**config.mk**
```make
export PLATFORM = sky130hd
export DESIGN_NAME = ejection_unit
export DESIGN_NICKNAME = d
export VERILOG_FILES = /design/src/hw/noc_flit_pkg.sv /design/src/hw/spidergon_pkg.sv /design/src/hw/ejection_unit.sv /design/src/hw/rr_arbiter.sv
export SDC_FILE = /design/constraint.sdc
export NUM_CORES = 1
export LEC_CHECK = 0
export ABC_AREA = 1
export BUFFER_PORTS_ARGS = -buffer_cell sky130_fd_sc_hd__buf_2
export CORE_MARGIN = 3
export CORE_UTILIZATION = 40
export CTS_CLUSTER_SIZE = 20
export DETAILED_ROUTE_END_ITERATION = 10
export GPL_ROUTABILITY_DRIVEN = 0
export PLACE_DENSITY = 0.64
export SLEW_MARGIN = 25
export SYNTH_ARGS = -nofsm -noshare
export SYNTH_HDL_FRONTEND = slang
export SYNTH_SLANG_ARGS = --single-unit
```
**constraint.sdc**
```tcl
create_clock -name clk -period 15.7 [get_ports clk]
set_clock_uncertainty 0.2 [all_clocks]
set_input_delay 1.57 -clock clk [delete_from_list [all_inputs] [get_ports clk]]
set_output_delay 1.57 -clock clk [all_outputs]
set_load 0.005 [all_outputs]
```
**src/hw/noc_flit_pkg.sv**
```systemverilog
// noc flit format: type codes, field widths and the two-way decoded flit word
package noc_flit_pkg;

	// flit type field sits in the top bits of the word
	localparam int TYPE_W = 2;

	// type codes
	// header is a single-flit packet, head opens a multi-flit one
	localparam logic [TYPE_W-1:0] HEAD = 2'b01;
	localparam logic [TYPE_W-1:0] HEADER = 2'b11;
	localparam logic [TYPE_W-1:0] BODY = 2'b10;
	localparam logic [TYPE_W-1:0] TAIL = 2'b00;

	// field widths
	localparam int PAYLOAD_W = 16;
	localparam int HEAD_DATA_W = 10;
	// dest and src share what is left of a head payload, 3 bits each
	localparam int ADDR_W = (PAYLOAD_W - HEAD_DATA_W) / 2;
	// type, one previous-VC bit, payload
	localparam int FLIT_W = TYPE_W + 1 + PAYLOAD_W;

	// head and header flits carry routing fields
	typedef struct packed {
		logic [ADDR_W-1:0] dest;
		logic [ADDR_W-1:0] src;
		logic [HEAD_DATA_W-1:0] data;
	} head_fields_t;

	// body and tail flits carry only data
	typedef struct packed {
		logic [PAYLOAD_W-1:0] data;
	} body_fields_t;

	// same 16 bits, read according to the flit type
	typedef union packed {
		head_fields_t head_fields;
		body_fields_t body_fields;
	} payload_t;

	typedef struct packed {
		logic [TYPE_W-1:0] ftype;
		logic prev_vc;
		payload_t payload;
	} flit_t;

endpackage

```
**src/hw/spidergon_pkg.sv**
```systemverilog
// spidergon topology constants: ring size, link ports, VCs and direction codes
package spidergon_pkg;

	// ring of nodes, each also linked to the node straight across
	localparam int NUM_NODES = 8;
	localparam int NODE_W = $clog2(NUM_NODES);

	// link ports per node, across, clockwise and anticlockwise
	localparam int NUM_PORTS = 3;

	// virtual channels per input port
	localparam int NUM_VCS = 2;
	localparam int VC_W = 1;

	// direction codes
	// also used as the port index for link arrays
	localparam int DIR_W = 2;
	localparam logic [DIR_W-1:0] ANTI = 2'd0;
	localparam logic [DIR_W-1:0] CLOCKWISE = 2'd1;
	localparam logic [DIR_W-1:0] ACROSS = 2'd2;
	// local delivery, no link used
	localparam logic [DIR_W-1:0] STOP = 2'd3;

endpackage

```
**src/hw/ejection_unit.sv**
```systemverilog
// ejection to the local CPU, one VC locked per packet and one flit per cycle
`timescale 1ns/1ns

module ejection_unit
(
	input logic clk,
	input logic reset,
	input logic [spidergon_pkg::NUM_PORTS*spidergon_pkg::NUM_VCS-1:0] vc_empty,
	input noc_flit_pkg::flit_t [spidergon_pkg::NUM_PORTS*spidergon_pkg::NUM_VCS-1:0] vc_head,
	output logic [spidergon_pkg::NUM_PORTS*spidergon_pkg::NUM_VCS-1:0] deq,
	output noc_flit_pkg::flit_t cpu_out_flit,
	output logic cpu_out_valid
);

	// all VCs of all ports, port-major
	localparam int NQ = spidergon_pkg::NUM_PORTS * spidergon_pkg::NUM_VCS;
	localparam int QW = $clog2(NQ);

	logic locked;
	logic [QW-1:0] lock_idx;
	logic [NQ-1:0] req;
	logic [NQ-1:0] grant;
	logic [QW-1:0] grant_idx;
	logic [QW-1:0] sel_idx;
	logic do_deq;
	noc_flit_pkg::flit_t sel_flit;
	logic ends_packet;

	// new pick only between packets
	assign req = locked ? '0 : ~vc_empty;

	rr_arbiter #(.N(NQ)) u_arb (
		.clk(clk),
		.reset(reset),
		.req(req),
		.grant_en(!locked),
		.grant(grant)
	);

	always_comb
	begin
		grant_idx = '0;
		for (int q = 0; q < NQ; q++)
		begin
			if (grant[q])
				grant_idx = QW'(q);
		end
	end

	// locked VC stalls while empty
	// when unlocked the winner is dequeued at once
	assign sel_idx = locked ? lock_idx : grant_idx;
	assign do_deq = locked ? !vc_empty[lock_idx] : |grant;
	assign sel_flit = vc_head[sel_idx];
	assign ends_packet = (sel_flit.ftype == noc_flit_pkg::TAIL) ||
		(sel_flit.ftype == noc_flit_pkg::HEADER);

	always_comb
	begin
		deq = '0;
		deq[sel_idx] = do_deq;
	end

	// lock holds until a tail or header leaves the FIFO
	always_ff @(posedge clk)
	begin
		if (reset)
		begin
			locked <= 1'b0;
			lock_idx <= '0;
			cpu_out_valid <= 1'b0;
		end
		else
		begin
			cpu_out_valid <= do_deq;
			if (do_deq)
			begin
				locked <= !ends_packet;
				lock_idx <= sel_idx;
			end
		end
	end

	// delivered flit, valid the cycle after its dequeue
	always_ff @(posedge clk)
	begin
		if (do_deq)
			cpu_out_flit <= sel_flit;
	end

endmodule

```
**src/hw/rr_arbiter.sv**
```systemverilog
// round-robin arbiter, one-hot grant with priority rotating past the last winner
`timescale 1ns/1ns

module rr_arbiter
#(
	parameter int N = 2
)
(
	input logic clk,
	input logic reset,
	input logic [N-1:0] req,
	input logic grant_en,
	output logic [N-1:0] grant
);

	localparam int IDX_W = (N > 1) ? $clog2(N) : 1;

	logic [IDX_W-1:0] last_idx;
	logic [IDX_W-1:0] grant_idx;

	// search starts just after the last winner and wraps
	always_comb
	begin
		int cand;
		grant = '0;
		grant_idx = last_idx;
		for (int i = 1; i <= N; i++)
		begin
			cand = (int'(last_idx) + i) % N;
			if (grant == '0 && req[cand])
			begin
				grant[cand] = 1'b1;
				grant_idx = IDX_W'(cand);
			end
		end
	end

	// reset value puts requester 0 first in line
	always_ff @(posedge clk)
	begin
		if (reset)
			last_idx <= IDX_W'(N - 1);
		else if (grant_en && |req)
			last_idx <= grant_idx;
	end

endmodule

```
==> impl_metrics.py, run 1 <==
metrics = {
    "outcome": {
        "status": "complete, no violations",
    },
    "floorplanning": {
        "core_um2": 9910,
        "ioPinCount": 148,
        "num_rows": 36,
        "initial_utilization_pct": 41.62,
        "die_width_um": 107.5,
        "die-area_um2": 11560,
        "die-height_um": 107.5,
    },
    "drt": {
        "ant_nets": 0,
        "wirelength_um": 13630,
        "num_vias": 5002,
        "drcViolationCount": 0,
        "drtIter0Drc": 433,
        "avgViaCountPerCell": 5.254,
        "wl_per_cell_um": 14.32,
        "drtPass1Iterations": 5,
    },
    "sta": {
        "final_max_slew_viol_count": 0,
        "slew-limit-headroom_pct": 40.69,
        "tightestPinTransition_ns": 0.8884,
        "finalSetupViolCount": 0,
        "rsz0062_at_grt": "no",
        "clock.fmax_mhz": 106.6,
        "timing.final.crit_share_pct": 59.74,
        "setup_tns_ns": 0,
        "layout_setup_ws_ns": 6.321,
        "min_period_ns": 9.379,
        "hold_violations": 0,
    },
    "cells_and_area": {
        "drive_above_1_share_pct": 25.15,
        "nNetsFinal": 963,
        "final_common_cell": "buf_2",
        "syn2layout_area_growth_pct": 19.51,
        "mostFrequentLayoutCells": "buf_2, nand2_1, nor2_1",
        "antennaDiodeCount": 0,
    },
    "worst_setup_path": {
        "slowest_stage": "inv_2",
        "crit_fanout": 62,
        "slowest_delay_ns": 0.79,
        "path_buf_inv": 5,
        "crit_family": "simple AND/OR/NAND/NOR gates",
        "endpoint_kind": "primary output",
        "cp_common_cell": "nand2_1",
        "startpoint_type": "register",
        "path_class": "reg2out",
        "worstPathArrival_ns": 7.61,
        "required_ns": 13.93,
    },
    "cts": {
        "post_cts_buffers": 0,
        "clk_pin_slew_ns": 0.10,
        "root_buffer": "clkbuf_8",
        "cts_max_level": 1,
        "cts_hold_buf": 0,
        "cts_buffers": 3,
        "clock_sinks": 27,
        "cts.path.max_buffers": 2,
        "cts_resized": 0,
        "cts_tree": "done",
        "clock_latency_ns": 0.27,
    },
    "placement": {
        "dp_hpwl_um": 11240,
        "dp_slack_ns": 6.729,
        "portBuffers": 147,
    },
    "global_routing": {
        "grt_pass1_vias": 4532,
        "grt.overflow.total": 0,
        "antenna_found_initial": 0,
        "grt_pass1_wl_um": 21530,
        "grt_use_total_pct": 22.54,
        "grt_max_degree": 63,
    },
    "synth": {
        "ys_seq_area_share_pct": 17.72,
        "synth_area_leader_cell": "edfxtp_1",
        "ys_ff_latch": 27,
        "synth.distinct_cells": 44,
        "syn-num-nets": 832,
        "synth_area_leaders": "edfxtp_1, nand2_1, nor2_1, inv_1, ha_1",
        "synth.avg_cell_area_um2": 5.985,
        "synth-main-ff-cell": "edfxtp_1",
        "synth_top_area_share_pct": 13.83,
        "syn_inst": 689,
        "synthArstFlopShare_pct": 0,
        "synth_edf_count": 19,
        "ys_warn_count": 0,
        "syn_area_um2": 4124,
    },
    "job": {
        "drv_cap": 0,
    },
    "min_path": {
        "min_path_type": "reg2reg",
    },
}
-- layout make-up --
cell class,count,area (µm²)
Timing Repair Buffer,147,735.7
Multi-Input combinational cell,546,2888
Clock inverter,1,7.507
Inverter,95,359.1
Fill cell,1059,4981
Tap cell,133,166.4
Sequential cell,27,730.7
Clock buffer,3,41.29
-- state kept, by name, indices dropped and copies added, names as in the netlist --
register        cells
cpu_out_flit       19
locked              1
cpu_out_valid       1
u_arb.last_idx      3
lock_idx            3
-- cell usage after synthesis, types with 6 or more instances --
library cell and instances:
ha_1 21, o21ai_1 48, nand3b_1 8, buf_2 9
o221ai_1 17, dfxtp_1 8, inv_1 82, edfxtp_1 19
nand3_1 46, nand4_1 6, o211ai_1 7, nor2_1 140
nand2_2 9, inv_2 11, nor2_4 8, a21oi_1 15
nand2_1 144, nor3_1 7, o21ai_0 30
-- routing by layer --
| layer | global-route usage (%) | wire length [µm] | vias up |
|---|---|---|---|
| met4 | 6.583 | 284 | 0 |
| met1 | 29.31 | 5756 | 2276 |
| li1 | - | - | 2521 |
| met3 | 2.100 | 814 | 22 |
| met5 | 0 | 0 | - |
| met2 | 39.48 | 6773 | 183 |
-- cell families (layout without fill, tap and decap cells) --
group / count (synthesis) / in the layout / synth area share, %
compound gates: 132 / 132 / 19.17
xor+xnor: 5 / 5 / 1.244
fa+ha+maj: 21 / 21 / 6.371
buf+inv: 116 / 246 / 12.26
flops: 27 / 27 / 17.72
simple gates: 388 / 388 / 43.23
-- path summary, 6_finish.rpt --
check	from	endpoint	slack, ns	depth (start not counted)
worst max-delay path	u_arb.last_idx[0]$_SDFFE_PP1P_	deq[3]	6.32	37
worst min-delay path	lock_idx[2]$_SDFFE_PP0P_	lock_idx[2]$_SDFFE_PP0P_	0.30	2
worst max register to register	u_arb.last_idx[0]$_SDFFE_PP1P_	locked$_SDFFE_PP0P_	8.17	41
worst min register to register	lock_idx[2]$_SDFFE_PP0P_	lock_idx[2]$_SDFFE_PP0P_	0.30	2
-- stage by stage --
stage	util, %	instance area (µm²)	instances	hold slack, ns
after floorplan	-	4124	689	0.2439
after global placement	49.24	4880	948	0.2621
after detailed placement	49.24	4880	948	0.2878
after CTS	49.73	4928	952	0.3035
after global routing	49.73	4928	952	0.3252
final	49.73	4928	952	0.2976
-- worst register-to-register path: cells and delay by family (launching register included) --
kind,cells,cell delay (ns)
AO/OA/AOI/OAI,2,0.39
flip-flops,1,0.75
adder cells (fa/ha/maj),3,0.99
AND/OR/NAND/NOR,31,3.82
buffers and inverters,5,1.28
Power of run 1 is not shown: default switching activity piles up to over one toggle a cycle in this logic, so the estimate is an artifact.
==> inputs of run 2 (changes only) <==
==> constraint.sdc (replaced) <==
create_clock -name clk -period 8.9 [get_ports clk]
set_clock_uncertainty 0.2 [all_clocks]
set_input_delay 0.89 -clock clk [delete_from_list [all_inputs] [get_ports clk]]
set_output_delay 0.89 -clock clk [all_outputs]
set_load 0.005 [all_outputs]
==> impl_metrics.py, run 2 (same netlist as run 1, synthesis figures left out) <==
metrics = {
    "sta": {
        "tightestPinTransition_ns": 0.6698,
        "hold_violations": 0,
        "final_max_slew_viol_count": 0,
        "min_period_ns": 7.874,
        "slew-limit-headroom_pct": 55.29,
        "setup_tns_ns": 0,
        "finalSetupViolCount": 0,
        "rsz0062_at_grt": "no",
        "timing.final.crit_share_pct": 88.48,
        "clock.fmax_mhz": 127.0,
    },
    "cells_and_area": {
        "post-route-util_pct": 50.04,
        "mostFrequentLayoutCells": "buf_2, nand2_1, nor2_1",
        "antennaDiodeCount": 0,
        "fin_cells": 956,
        "fin_area_um2": 4959,
        "top_register": "cpu_out_flit",
        "regArea_um2": 730.7,
        "syn2layout_area_growth_pct": 20.24,
        "drive_above_1_share_pct": 25.52,
        "num-fill-cells": 1080,
        "multi_input_area_um2": 2888,
        "largest_reg_flops": 19,
        "final_common_cell": "buf_2",
        "nNetsFinal": 967,
        "reg_top3": "cpu_out_flit: 19 flops, lock_idx: 3 flops, u_arb.last_idx: 3 flops",
    },
    "worst_setup_path": {
        "path_class": "reg2out",
        "required_ns": 7.81,
        "worstReg2RegStart": "u_arb.last_idx[0]$_SDFFE_PP1P_",
        "regToRegSetupSlack_ns": 1.87,
        "r2r_end": "locked$_SDFFE_PP0P_",
        "cp_common_cell": "nand2_1",
        "slowest_delay_ns": 0.76,
        "r2r.worst_path.cells": 47,
        "worstPathArrival_ns": 6.78,
        "slowest_stage": "dfxtp_1",
        "endpoint_kind": "primary output",
        "crit_fanout": 31,
        "startpoint_type": "register",
    },
    "cts": {
        "cts_resized": 0,
        "cts.path.max_buffers": 2,
        "root_buffer": "clkbuf_8",
        "clock_sinks": 27,
        "post_cts_buffers": 0,
        "cts_hold_buf": 0,
        "cts_max_level": 1,
        "cts_tree": "done",
        "clock_latency_ns": 0.28,
        "clk_pin_slew_ns": 0.10,
        "cts_buffers": 3,
    },
    "min_path": {
        "hold_depth": 2,
        "holdPathEnd": "lock_idx[2]$_SDFFE_PP0P_",
        "min_path_type": "reg2reg",
        "hp-start": "lock_idx[2]$_SDFFE_PP0P_",
    },
    "placement": {
        "postPlaceCellArea_um2": 4910,
        "dp.cells": 952,
        "dp_hpwl_um": 11320,
        "portBuffers": 147,
    },
    "global_routing": {
        "grt_pass1_vias": 4528,
        "grt_use_total_pct": 22.38,
        "grt_pass1_wl_um": 21340,
        "antenna_found_initial": 0,
        "grt_max_degree": 62,
        "grt.overflow.total": 0,
    },
    "drt": {
        "num_vias": 5075,
        "drtIter0Drc": 548,
        "maxUsedRoutingLayer": "met4",
        "drtPass1Iterations": 5,
        "wl_met2_um": 7136,
        "drt-met1-wl_um": 5668,
        "wl_met3_um": 728,
        "drcViolationCount": 0,
        "wirelength_um": 13780,
        "ant_nets": 0,
        "avgViaCountPerCell": 5.309,
        "wl_per_cell_um": 14.42,
    },
    "outcome": {
        "status": "complete, no violations",
    },
    "floorplanning": {
        "die-height_um": 107.5,
        "initial_utilization_pct": 41.62,
        "ioPinCount": 148,
        "die-area_um2": 11560,
        "die_width_um": 107.5,
        "num_rows": 36,
        "core_um2": 9910,
    },
    "job": {
        "drv_cap": 0,
    },
}
-- run 2: layout make-up --
class | instances | area share, %
timing repair buffer | 151 | 15.44
clock buffer | 3 | 0.8327
clock inverter | 1 | 0.1514
tap | 133 | 3.356
sequential | 27 | 14.74
inverter | 95 | 7.242
multi-input combinational | 546 | 58.24
-- run 2: worst max path at each step --
| stage | start | endpoint | slack, ns | cells past startpoint |
|---|---|---|---|---|
| finish | u_arb.last_idx[0]$_SDFFE_PP1P_ | deq[5] | 1.03 | 37 |
| global route | u_arb.last_idx[0]$_SDFFE_PP1P_ | deq[1] | 0.36 | 37 |
| CTS | u_arb.last_idx[0]$_SDFFE_PP1P_ | deq[1] | 1.10 | 39 |
| detailed placement | u_arb.last_idx[0]$_SDFFE_PP1P_ | deq[1] | 1.41 | 37 |
| global placement | u_arb.last_idx[0]$_SDFFE_PP1P_ | deq[1] | 1.69 | 39 |
| floorplan | u_arb.last_idx[0]$_SDFFE_PP1P_ | deq[1] | 2.31 | 44 |
-- run 2: through the flow --
stage / hold slack, ns / setup slack [ns]
floorplan: 0.2439 / 2.306
global placement: 0.2812 / 1.688
CTS: 0.2878 / 1.100
finish: 0.2881 / 1.026
global route: 0.3527 / 0.3604
detailed placement: 0.2693 / 1.405
-- run 2: per-layer routing --
metal / GRT usage, % / vias up
li1: - / 2531
met1: 27.79 / 2338
met2: 41.39 / 188
met3: 1.980 / 18
met4: 5.410 / 0
met5: 0 / -
-- run 2: critical path, delay by kind of cell (launching register included) --
| family | cells | cell delay [ns] |
|---|---|---|
| fa+ha+maj | 3 | 1.00 |
| compound gates | 2 | 0.40 |
| simple gates | 27 | 3.44 |
| flops | 1 | 0.76 |
| buf+inv | 5 | 0.90 |
Power of run 2 is left out for the same reason.
