--- src/hw/noc_flit_pkg.sv ---
// noc flit format: type codes, field widths and the two-way decoded flit word
package noc_flit_pkg;

	// flit type field sits in the top bits of the word
	localparam int TYPE_W = 2;

	// type codes
	// header is a single-flit packet, head opens a multi-flit one
	localparam logic [TYPE_W-1:0] HEAD = 2'b01;
	localparam logic [TYPE_W-1:0] HEADER = 2'b11;
	localparam logic [TYPE_W-1:0] BODY = 2'b10;
	localparam logic [TYPE_W-1:0] TAIL = 2'b00;

	// field widths
	localparam int PAYLOAD_W = 16;
	localparam int HEAD_DATA_W = 10;
	// dest and src share what is left of a head payload, 3 bits each
	localparam int ADDR_W = (PAYLOAD_W - HEAD_DATA_W) / 2;
	// type, one previous-VC bit, payload
	localparam int FLIT_W = TYPE_W + 1 + PAYLOAD_W;

	// head and header flits carry routing fields
	typedef struct packed {
		logic [ADDR_W-1:0] dest;
		logic [ADDR_W-1:0] src;
		logic [HEAD_DATA_W-1:0] data;
	} head_fields_t;

	// body and tail flits carry only data
	typedef struct packed {
		logic [PAYLOAD_W-1:0] data;
	} body_fields_t;

	// same 16 bits, read according to the flit type
	typedef union packed {
		head_fields_t head_fields;
		body_fields_t body_fields;
	} payload_t;

	typedef struct packed {
		logic [TYPE_W-1:0] ftype;
		logic prev_vc;
		payload_t payload;
	} flit_t;

endpackage

--- src/hw/spidergon_pkg.sv ---
// spidergon topology constants: ring size, link ports, VCs and direction codes
package spidergon_pkg;

	// ring of nodes, each also linked to the node straight across
	localparam int NUM_NODES = 8;
	localparam int NODE_W = $clog2(NUM_NODES);

	// link ports per node, across, clockwise and anticlockwise
	localparam int NUM_PORTS = 3;

	// virtual channels per input port
	localparam int NUM_VCS = 2;
	localparam int VC_W = 1;

	// direction codes
	// also used as the port index for link arrays
	localparam int DIR_W = 2;
	localparam logic [DIR_W-1:0] ANTI = 2'd0;
	localparam logic [DIR_W-1:0] CLOCKWISE = 2'd1;
	localparam logic [DIR_W-1:0] ACROSS = 2'd2;
	// local delivery, no link used
	localparam logic [DIR_W-1:0] STOP = 2'd3;

endpackage

--- src/hw/injection_router.sv ---
// injection of CPU flits onto one output link by the Spidergon routing rule
`timescale 1ns/1ns

module injection_router
#(
	parameter int NODE_ID = 0
)
(
	input logic clk,
	input logic reset,
	input noc_flit_pkg::flit_t cpu_in_flit,
	input logic cpu_in_valid,
	output noc_flit_pkg::flit_t [spidergon_pkg::NUM_PORTS-1:0] out_flit,
	output logic [spidergon_pkg::NUM_PORTS-1:0] out_valid
);

	localparam int NN = spidergon_pkg::NUM_NODES;
	localparam int NW = spidergon_pkg::NODE_W;
	localparam int DW = spidergon_pkg::DIR_W;

	logic is_lead;
	logic [NW-1:0] rel;
	logic [DW-1:0] route;
	logic [DW-1:0] dir_q;
	logic [DW-1:0] cur_dir;

	assign is_lead = (cpu_in_flit.ftype == noc_flit_pkg::HEAD) ||
		(cpu_in_flit.ftype == noc_flit_pkg::HEADER);

	// clockwise hop count from this node to the destination
	assign rel = NW'((int'(cpu_in_flit.payload.head_fields.dest) + NN - NODE_ID) % NN);

	// near quarter clockwise, far quarter anticlockwise, middle across
	always_comb
	begin
		if (rel == '0)
			route = spidergon_pkg::STOP;
		else if (int'(rel) <= NN / 4)
			route = spidergon_pkg::CLOCKWISE;
		else if (int'(rel) >= NN - NN / 4)
			route = spidergon_pkg::ANTI;
		else
			route = spidergon_pkg::ACROSS;
	end

	// body and tail reuse the head's direction
	always_ff @(posedge clk)
	begin
		if (reset)
			dir_q <= spidergon_pkg::STOP;
		else if (cpu_in_valid && is_lead)
			dir_q <= route;
	end

	assign cur_dir = is_lead ? route : dir_q;

	// one register stage per link, idle links carry zeros
	// STOP matches no link, so the flit is dropped
	always_ff @(posedge clk)
	begin
		if (reset)
		begin
			out_flit <= '0;
			out_valid <= '0;
		end
		else
		begin
			for (int p = 0; p < spidergon_pkg::NUM_PORTS; p++)
			begin
				if (cpu_in_valid && cur_dir == DW'(p))
				begin
					out_flit[p] <= cpu_in_flit;
					out_valid[p] <= 1'b1;
				end
				else
				begin
					out_flit[p] <= '0;
					out_valid[p] <= 1'b0;
				end
			end
		end
	end

endmodule

--- config.mk ---
export PLATFORM = sky130hd
export DESIGN_NAME = injection_router
export DESIGN_NICKNAME = d
export VERILOG_FILES = /design/src/hw/noc_flit_pkg.sv /design/src/hw/spidergon_pkg.sv /design/src/hw/injection_router.sv
export SDC_FILE = /design/constraint.sdc
export NUM_CORES = 1
export LEC_CHECK = 0
export ABC_AREA = 1
export BUFFER_PORTS_ARGS = -buffer_cell sky130_fd_sc_hd__buf_2
export CORE_UTILIZATION = 40
export DETAILED_ROUTE_END_ITERATION = 10
export HOLD_SLACK_MARGIN = 0.15
export PLACE_DENSITY_LB_ADDON = 0.12
export SLEW_MARGIN = 20
export SYNTH_ARGS = -nofsm -noshare
export SYNTH_HDL_FRONTEND = slang
export SYNTH_SLANG_ARGS = --single-unit
--- constraint.sdc ---
create_clock -name clk -period 1 [get_ports clk]
set_input_delay 0.2 -clock clk [delete_from_list [all_inputs] [get_ports clk]]
set_output_delay 0.2 -clock clk [all_outputs]
set_load 0.1 [all_outputs]
==> results of run 1 <==
cell families (layout without fill, tap and decap cells):
logic type      count (synthesis)  in the layout  share of synthesized area [%]
flops                          62             62                           69.4
buf+inv                        29            149                           8.61
simple gates                   77             77                           20.9
compound gates                  4              4                           1.12
sequential cells by signal (all words and copies together) (netlist names):
register	flops
dir_q	2
out_flit	57
out_valid	3
worst max-delay path, stage by stage, from the launching register on:
cell and delay (ns):
dfxtp_2 0.34, nand2_2 0.06, a21oi_1 0.29, nand2_4 0.14, clkbuf_16 0.20, nor2_1 0.11
layer usage:
| metal | vias up | wire, µm | part of all wire, % |
|---|---|---|---|
| li1 | 737 | - | - |
| met3 | 15 | 339 | 4.9 |
| met2 | 71 | 3820 | 55 |
| met1 | 807 | 2630 | 38 |
| met5 | - | 0 | 0 |
| met4 | 0 | 146 | 2.1 |
synthesized netlist by cell type (all sizes together):
master,number
a21oi,3
buf,6
dfxtp,62
inv,23
nand2,13
nand3,5
nor2,58
o21ai,1
or2,1
worst paths after layout:
check	endpoint	depth (start not counted)
worst max-delay path	out_flit[25]	5
worst min register to register	dir_q[1]	2
worst min-delay path	out_flit[54]	3
worst max register to register	out_flit[25]	5
repair_timing:
action / in CTS / in global routing
gates resized for setup: 30 / 32
hold buffers: 14 / 0
pin swaps: 1 / 4
cloned: 1 / 2
hold endpoints to repair: 39 / 0
buffers inserted: 2 / 0
endpoints found under the setup margin: 120 / 120
metrics by stage:
step	worst slack (ns)	power (mW)	hold WS (ns)	utilization, %
after global routing	-0.270	5.62	0.191	94.4
after CTS	-0.0795	5.34	0.151	90.4
after detailed placement	-0.240	3.47	0.457	80.0
final	-0.212	5.49	0.170	94.4
after global placement	-0.124	3.45	0.443	80.0
after floorplan	0.0355	3.11	0.296	-
final cells by class:
class	instances	area share (%)
repair buffers	112	43.3
flip-flops and latches	62	33.7
multi-input cells	81	15.2
clock buffers	12	3.71
inverters	23	2.21
well taps	50	1.60
clock inverters	2	0.256
where the power goes:
group | leakage [nW] | internal [mW] | total (mW) | switching, mW
Combinational | 1.10 | 0.374 | 1.02 | 0.648
Clock | 0.0821 | 0.933 | 1.89 | 0.953
Sequential | 0.531 | 2.54 | 2.58 | 0.0477
==> key figures, run 1 <==
Clock network
  – Clk slew on worst S/H paths: 0.07 ns
  – Htree depth: 3
  – CTS tree: yes
  – Maximum clock insertion buffer count: 2
  – Clock sinks: 62
  – Clk_lat worst skew: between 0.3 and 0.4 ns
  – TritonCTS buffer count: 9
  – CTS root buf: clkbuf_8

Timing
  – Worst Tran Pin Value: 0.309 ns
  – RSZ-0062 raised after global routing: true
  – Final Hold Fails: 0
  – Max Clock Skew: 0.00589 ns
  – Rel. slew slack: 79.4%
  – Fin Setup TNS: -11.32 ns
  – Final period utilization: 121%
  – Setup Viol. Count Final: 120
  – F_max: between 800 and 900 MHz
  – Final worst setup slack: -0.212 ns
  – Crit path time final: around 1.2 ns
  – Max-slew violation count: 0

Pwr
  – Pwr Density: 1400 nW/µm²
  – Leakage: approximately 1.7 nW
  – Worst vdd ir: 0.00133 V

Die
  – Starting Density: 43.1%
  – # IOs: 82
  – Row cnt: 23
  – Die Y: 68.9 µm
  – Die W: ~69 µm
  – Die Area: 4740 µm²
  – Core area: 4140 µm²

Critical path
  – WS Path Type: reg -> reg
  – CP required: 1.27 ns
  – Setup crit start: dir_q[0]
  – Worst setup SP type: flip-flop
  – Reg-to-reg startpoint: dir_q[0]
  – Biggest fanout along the worst timing path: 10
  – CP Capture Type: flip-flop
  – Reg2Reg Setup Slack: -0.21 ns
  – Worst path arrival time: ~1.5 ns

Logic synthesis
  – Synth top area share: 69.4%
  – Share of the yosys chip area belonging to registers: 69.4%
  – YS warnings: 0
  – Synth Net Count: 194
  – #FFs+latches synth: between 60 and 70
  – Post-Synthesis Cells: 172
  – Post-synth cell types: 14
  – Avg Inst Size Synth: approximately 10 µm²
  – Post-synth top area cell: dfxtp_1
  – Synth area leaders: dfxtp_1, nor2_2, nor2_1
  – Synth Cell Area: 1790 µm²

Final layout
  – Area grow syn2layout: 119%
  – Final net count: 311
  – Diode count: 0
  – Register area: approximately 1300 µm²
  – Commonest non-fill, non-tap cell in the layout: buf_12
  – Commonest non-fill, non-tap cells in the layout: buf_12, dfxtp_2, nor2_2
  – Non-filler cells, final: around 340
  – Final instance area: 3910 µm²
  – Layout cells sized above 1: 80.5%
  – Area of the multi-input gates: 596 µm²
  – Fillers: 108

Global routing
  – Most used routing layer: met2
  – M2 GR Usage: 42.5%
  – Total gr overflow: 0
  – Met1 usage: 25.3%
  – Global Route Usage Sum: 24.1%
  – Grt met3 use: 6.91%
  – Largest net degree at the start of global routing: 21
  – First-pass GRT wire length: 7.59 mm
  – Vias in the first global route: 1544
  – Initial antenna violation count: 0

Placement
  – GP Congestion: 0.724
  – Placed insts: 309
  – Placed cell area: 3320 µm²
  – Final HPWL DP: approximately 3.2 mm
  – IO Port Bufs: 81

Outcome
  – Status: finished, violations left
  – Failing checks: negative setup slack

Route
  – Final wirelength: between 6 and 7 mm
  – TritonRoute pass-1 iters: 4
  – # DRC: 0
  – Drt initial violations: 81
  – Routed via count: 1630
  – Via/cell ratio: 4.77
  – Post-DRT Antenna Nets: 0
  – Drt wl/cell: 20.3 µm

Job
  – Max Cap Violations: 0

Worst hold path
  – Hold Crit Class: in -> reg
  – Hold Crit Start: cpu_in_flit[16]
(Power assumes the default switching activity.)
==> run 2: changes to the inputs <==
Clock period 1 ns to 1.6 ns, I/O delays scaled along.
==> run 2 against run 1 <==
Effect of this change: the run now ends clean; largest cell class is now sequential cells; critical endpoint is now out_flit[17]; wire length is 50% lower; design area shrank 37%; utilization decreased by 35 points; clock-buffer cell count rose by 1; sequential power decreased by 38%; final cell count decreased by 6.4%; non-clock buffer count shrank 24; register-to-register slack gained 0.68 ns; combinational power down 61%.
==> key figures, run 2 (synthesis results as in run 1) <==
Worst hold path
  – Hold Path Sink: dir_q[1] (was out_flit[54])
  – Hold Crit Class: in -> reg (unchanged)
  – Worst hold stages: 3 (unchanged)
  – Hold Crit Start: reset (was cpu_in_flit[16])

Final layout
  – Register area: 1240 µm² (was 1320 µm²)
  – Commonest non-fill, non-tap cell in the layout: buf_2 (was buf_12)
  – Layout cells sized above 1: 48.9% (was 80.5%)
  – Max reg flops: 57 (unchanged)
  – Area of the multi-input gates: 393 µm² (was 596 µm²)
  – Top flop regs: out_flit (57), out_valid (3), dir_q (2) (unchanged)
  – Commonest non-fill, non-tap cells in the layout: buf_2, dfxtp_1, nor2_1 (was buf_12, dfxtp_2, nor2_2)
  – Area grow syn2layout: 37.9% (was 119%)
  – Final net count: 287 (was 311)
  – Biggest register: out_flit (unchanged)
  – Non-filler cells, final: 320 (was 342)
  – Final instance area: 2460 µm² (was 3910 µm²)
  – Fillers: 390 (was 108)
  – Diode count: 0 (unchanged)
  – Final core utilization: 59.5% (was 94.4%)

Route
  – Via/cell ratio: 4.14 (was 4.77)
  – TritonRoute pass-1 iters: 4 (unchanged)
  – Final wirelength: 3.44 mm (was 6.94 mm)
  – Drt initial violations: 47 (was 81)
  – Post-DRT Antenna Nets: 0 (unchanged)
  – Drt wl/cell: 10.7 µm (was 20.3 µm)
  – Routed via count: 1325 (was 1630)
  – # DRC: 0 (unchanged)

Clock network
  – TritonCTS buffer count: 9 (unchanged)
  – CTS root buf: clkbuf_8 (unchanged)
  – CTS resizes: 0 (was 30)
  – Clk_lat worst skew: 0.32 ns (was 0.34 ns)
  – Post-CTS setup buffers: 0 (was 2)
  – Hold bufs inserted after CTS: 0 (was 14)
  – Clock sinks: 62 (unchanged)
  – Htree depth: 3 (unchanged)
  – CTS tree: yes (unchanged)
  – Clk slew on worst S/H paths: 0.06 ns (was 0.07 ns)
  – Maximum clock insertion buffer count: 2 (unchanged)

Critical path
  – Worst path arrival time: 1.07 ns (was 1.48 ns)
  – WS Path Type: reg -> out (was reg -> reg)
  – Worst setup SP type: flip-flop (unchanged)
  – Reg2reg path depth: 5 (unchanged)
  – Biggest fanout along the worst timing path: 1 (was 10)
  – WP buf/inv: 1 (unchanged)
  – Reg-to-reg startpoint: dir_q[1] (was dir_q[0])
  – CP Capture Type: output pin (was flip-flop)
  – CP required: 1.28 ns (was 1.27 ns)
  – Reg2Reg Setup Slack: 0.47 ns (was -0.21 ns)
  – Slowest stage delay, CP: 0.42 ns (was 0.34 ns)
  – CP top delay family: buffers and inverters (was flip-flops)
  – Critical Path Slowest Stage Cell: buf_2 (was dfxtp_2)
  – Reg-to-Reg End: out_flit[36] (was out_flit[25])
  – CP cell instances: buf_2 (was nand2_2 -> a21oi_1 -> nand2_4 -> clkbuf_16 -> nor2_1)

Placement
  – GP Congestion: 0.732 (was 0.724)
  – IO Port Bufs: 81 (unchanged)
  – Placed cell area: 2280 µm² (was 3320 µm²)
  – Placed insts: 304 (was 309)
  – Final HPWL DP: 2.50 mm (was 3.22 mm)

Pwr
  – Leakage: 1.37 nW (was 1.71 nW)
  – Clock share of power: 38.2% (was 34.3%)
  – Switching Fraction: 27.2% (was 30.0%)
  – Flop pwr share: 49.4% (was 47.1%)
  – Int Power: 2.34 mW (was 3.84 mW)
  – Pwr Density: 1300 nW/µm² (was 1400 nW/µm²)
  – Net Switching: 0.875 mW (was 1.65 mW)
  – Worst vdd ir: 0.000593 V (was 0.00133 V)
  – Combinational group share of total power: 12.4% (was 18.6%)

Die
  – # IOs: 82 (unchanged)
  – Die W: 68.9 µm (unchanged)
  – Starting Density: 43.1% (unchanged)
  – Row cnt: 23 (unchanged)
  – Die Area: 4740 µm² (unchanged)
  – Die Y: 68.9 µm (unchanged)
  – Core area: 4140 µm² (unchanged)

Outcome
  – Status: finished clean (was finished, violations left)

Global routing
  – Vias in the first global route: 1156 (was 1544)
  – Initial antenna violation count: 0 (unchanged)
  – First-pass GRT wire length: 5.17 mm (was 7.59 mm)
  – Largest net degree at the start of global routing: 16 (was 21)
  – Total gr overflow: 0 (unchanged)
  – Global Route Usage Sum: 16.1% (was 24.1%)

Timing
  – Setup Viol. Count Final: 0 (was 120)
  – RSZ-0062 raised after global routing: false (was true)
  – Fin Setup TNS: 0 ns (was -11.32 ns)
  – Worst Tran Pin Value: 0.498 ns (was 0.309 ns)
  – Max Clock Skew: 0.00406 ns (was 0.00589 ns)
  – Final Hold Fails: 0 (unchanged)
  – Max-slew violation count: 0 (unchanged)
  – Crit path time final: 1.39 ns
  – Rel. slew slack: 67.0% (was 79.4%)
  – Final period utilization: 86.9%
  – F_max: 719 MHz
  – Worst hold slack: 0.228 ns (was 0.170 ns)

Job
  – Max Cap Violations: 0 (unchanged)
-- run 2: cell types whose count changed in the layout (fill, tap and decap cells not counted), moves of 3 or more --
cell           before  now
buf_12             65    3
buf_2              21   81
buf_4               8    4
dfxtp_1             0   62
dfxtp_2            62    0
dlygate4sd3_1      14    0
nand2_4             3    0
nor2_1              6   35
nor2_2             31   22
nor2_4             21    1
-- run 2: worst max-delay path by stage --
| stage | startpoint | end | slack [ns] | cells after the start |
|---|---|---|---|---|
| after floorplan | out_flit[0] | out_flit[0] | 0.37 | 0 |
| after global placement | cpu_in_flit[14] | out_flit[33] | 0.22 | 8 |
| after detailed placement | cpu_in_flit[14] | out_flit[14] | 0.19 | 8 |
| after CTS | out_valid[1] | out_valid[1] | 0.19 | 1 |
| after global routing | out_valid[1] | out_valid[1] | 0.14 | 1 |
| final | out_flit[17] | out_flit[17] | 0.21 | 1 |
-- run 2: metal layers --
metal | vias to the layer above | wire (µm) | global-route usage (%) | share of wire, %
met4 | 0 | 23 | 8.42 | 0.67
met1 | 583 | 1480 | 18.3 | 43
met3 | 2 | 332 | 9.38 | 9.7
met5 | - | 0 | 0 | 0
li1 | 687 | - | - | -
met2 | 53 | 1610 | 23.8 | 47
-- run 2: area by class of cell --
type | count | area share, %
clock buffer | 13 | 6.85
multi-input combinational | 81 | 15.9
clock inverter | 3 | 0.711
inverter | 23 | 3.50
sequential | 62 | 50.4
timing repair buffer | 88 | 20.1
tap | 50 | 2.54
-- run 2: worst reg2reg max path: stages (launching register included) --
cell and delay, ns:
dfxtp_1 0.30, or2_1 0.25, nand2_1 0.12, nand2_2 0.13, buf_4 0.19, nor2_1 0.08
-- run 2: through the flow --
stage / power (mW) / setup WS (ns)
5_1_grt: 3.36 / 0.145
3_3_place_gp: 2.02 / 0.224
3_5_place_dp: 2.02 / 0.189
2_1_floorplan: 1.94 / 0.371
4_1_cts: 3.25 / 0.187
6_report: 3.21 / 0.210
-- run 2: power by group through the flow --
stage                     clock [mW]  sequential [mW]  combinational [mW]
after floorplan                    0             1.85              0.0868
after global placement             0             1.62               0.398
after detailed placement           0             1.62               0.400
after CTS                       1.26             1.59               0.400
after global routing            1.35             1.59               0.422
final                           1.23             1.59               0.397
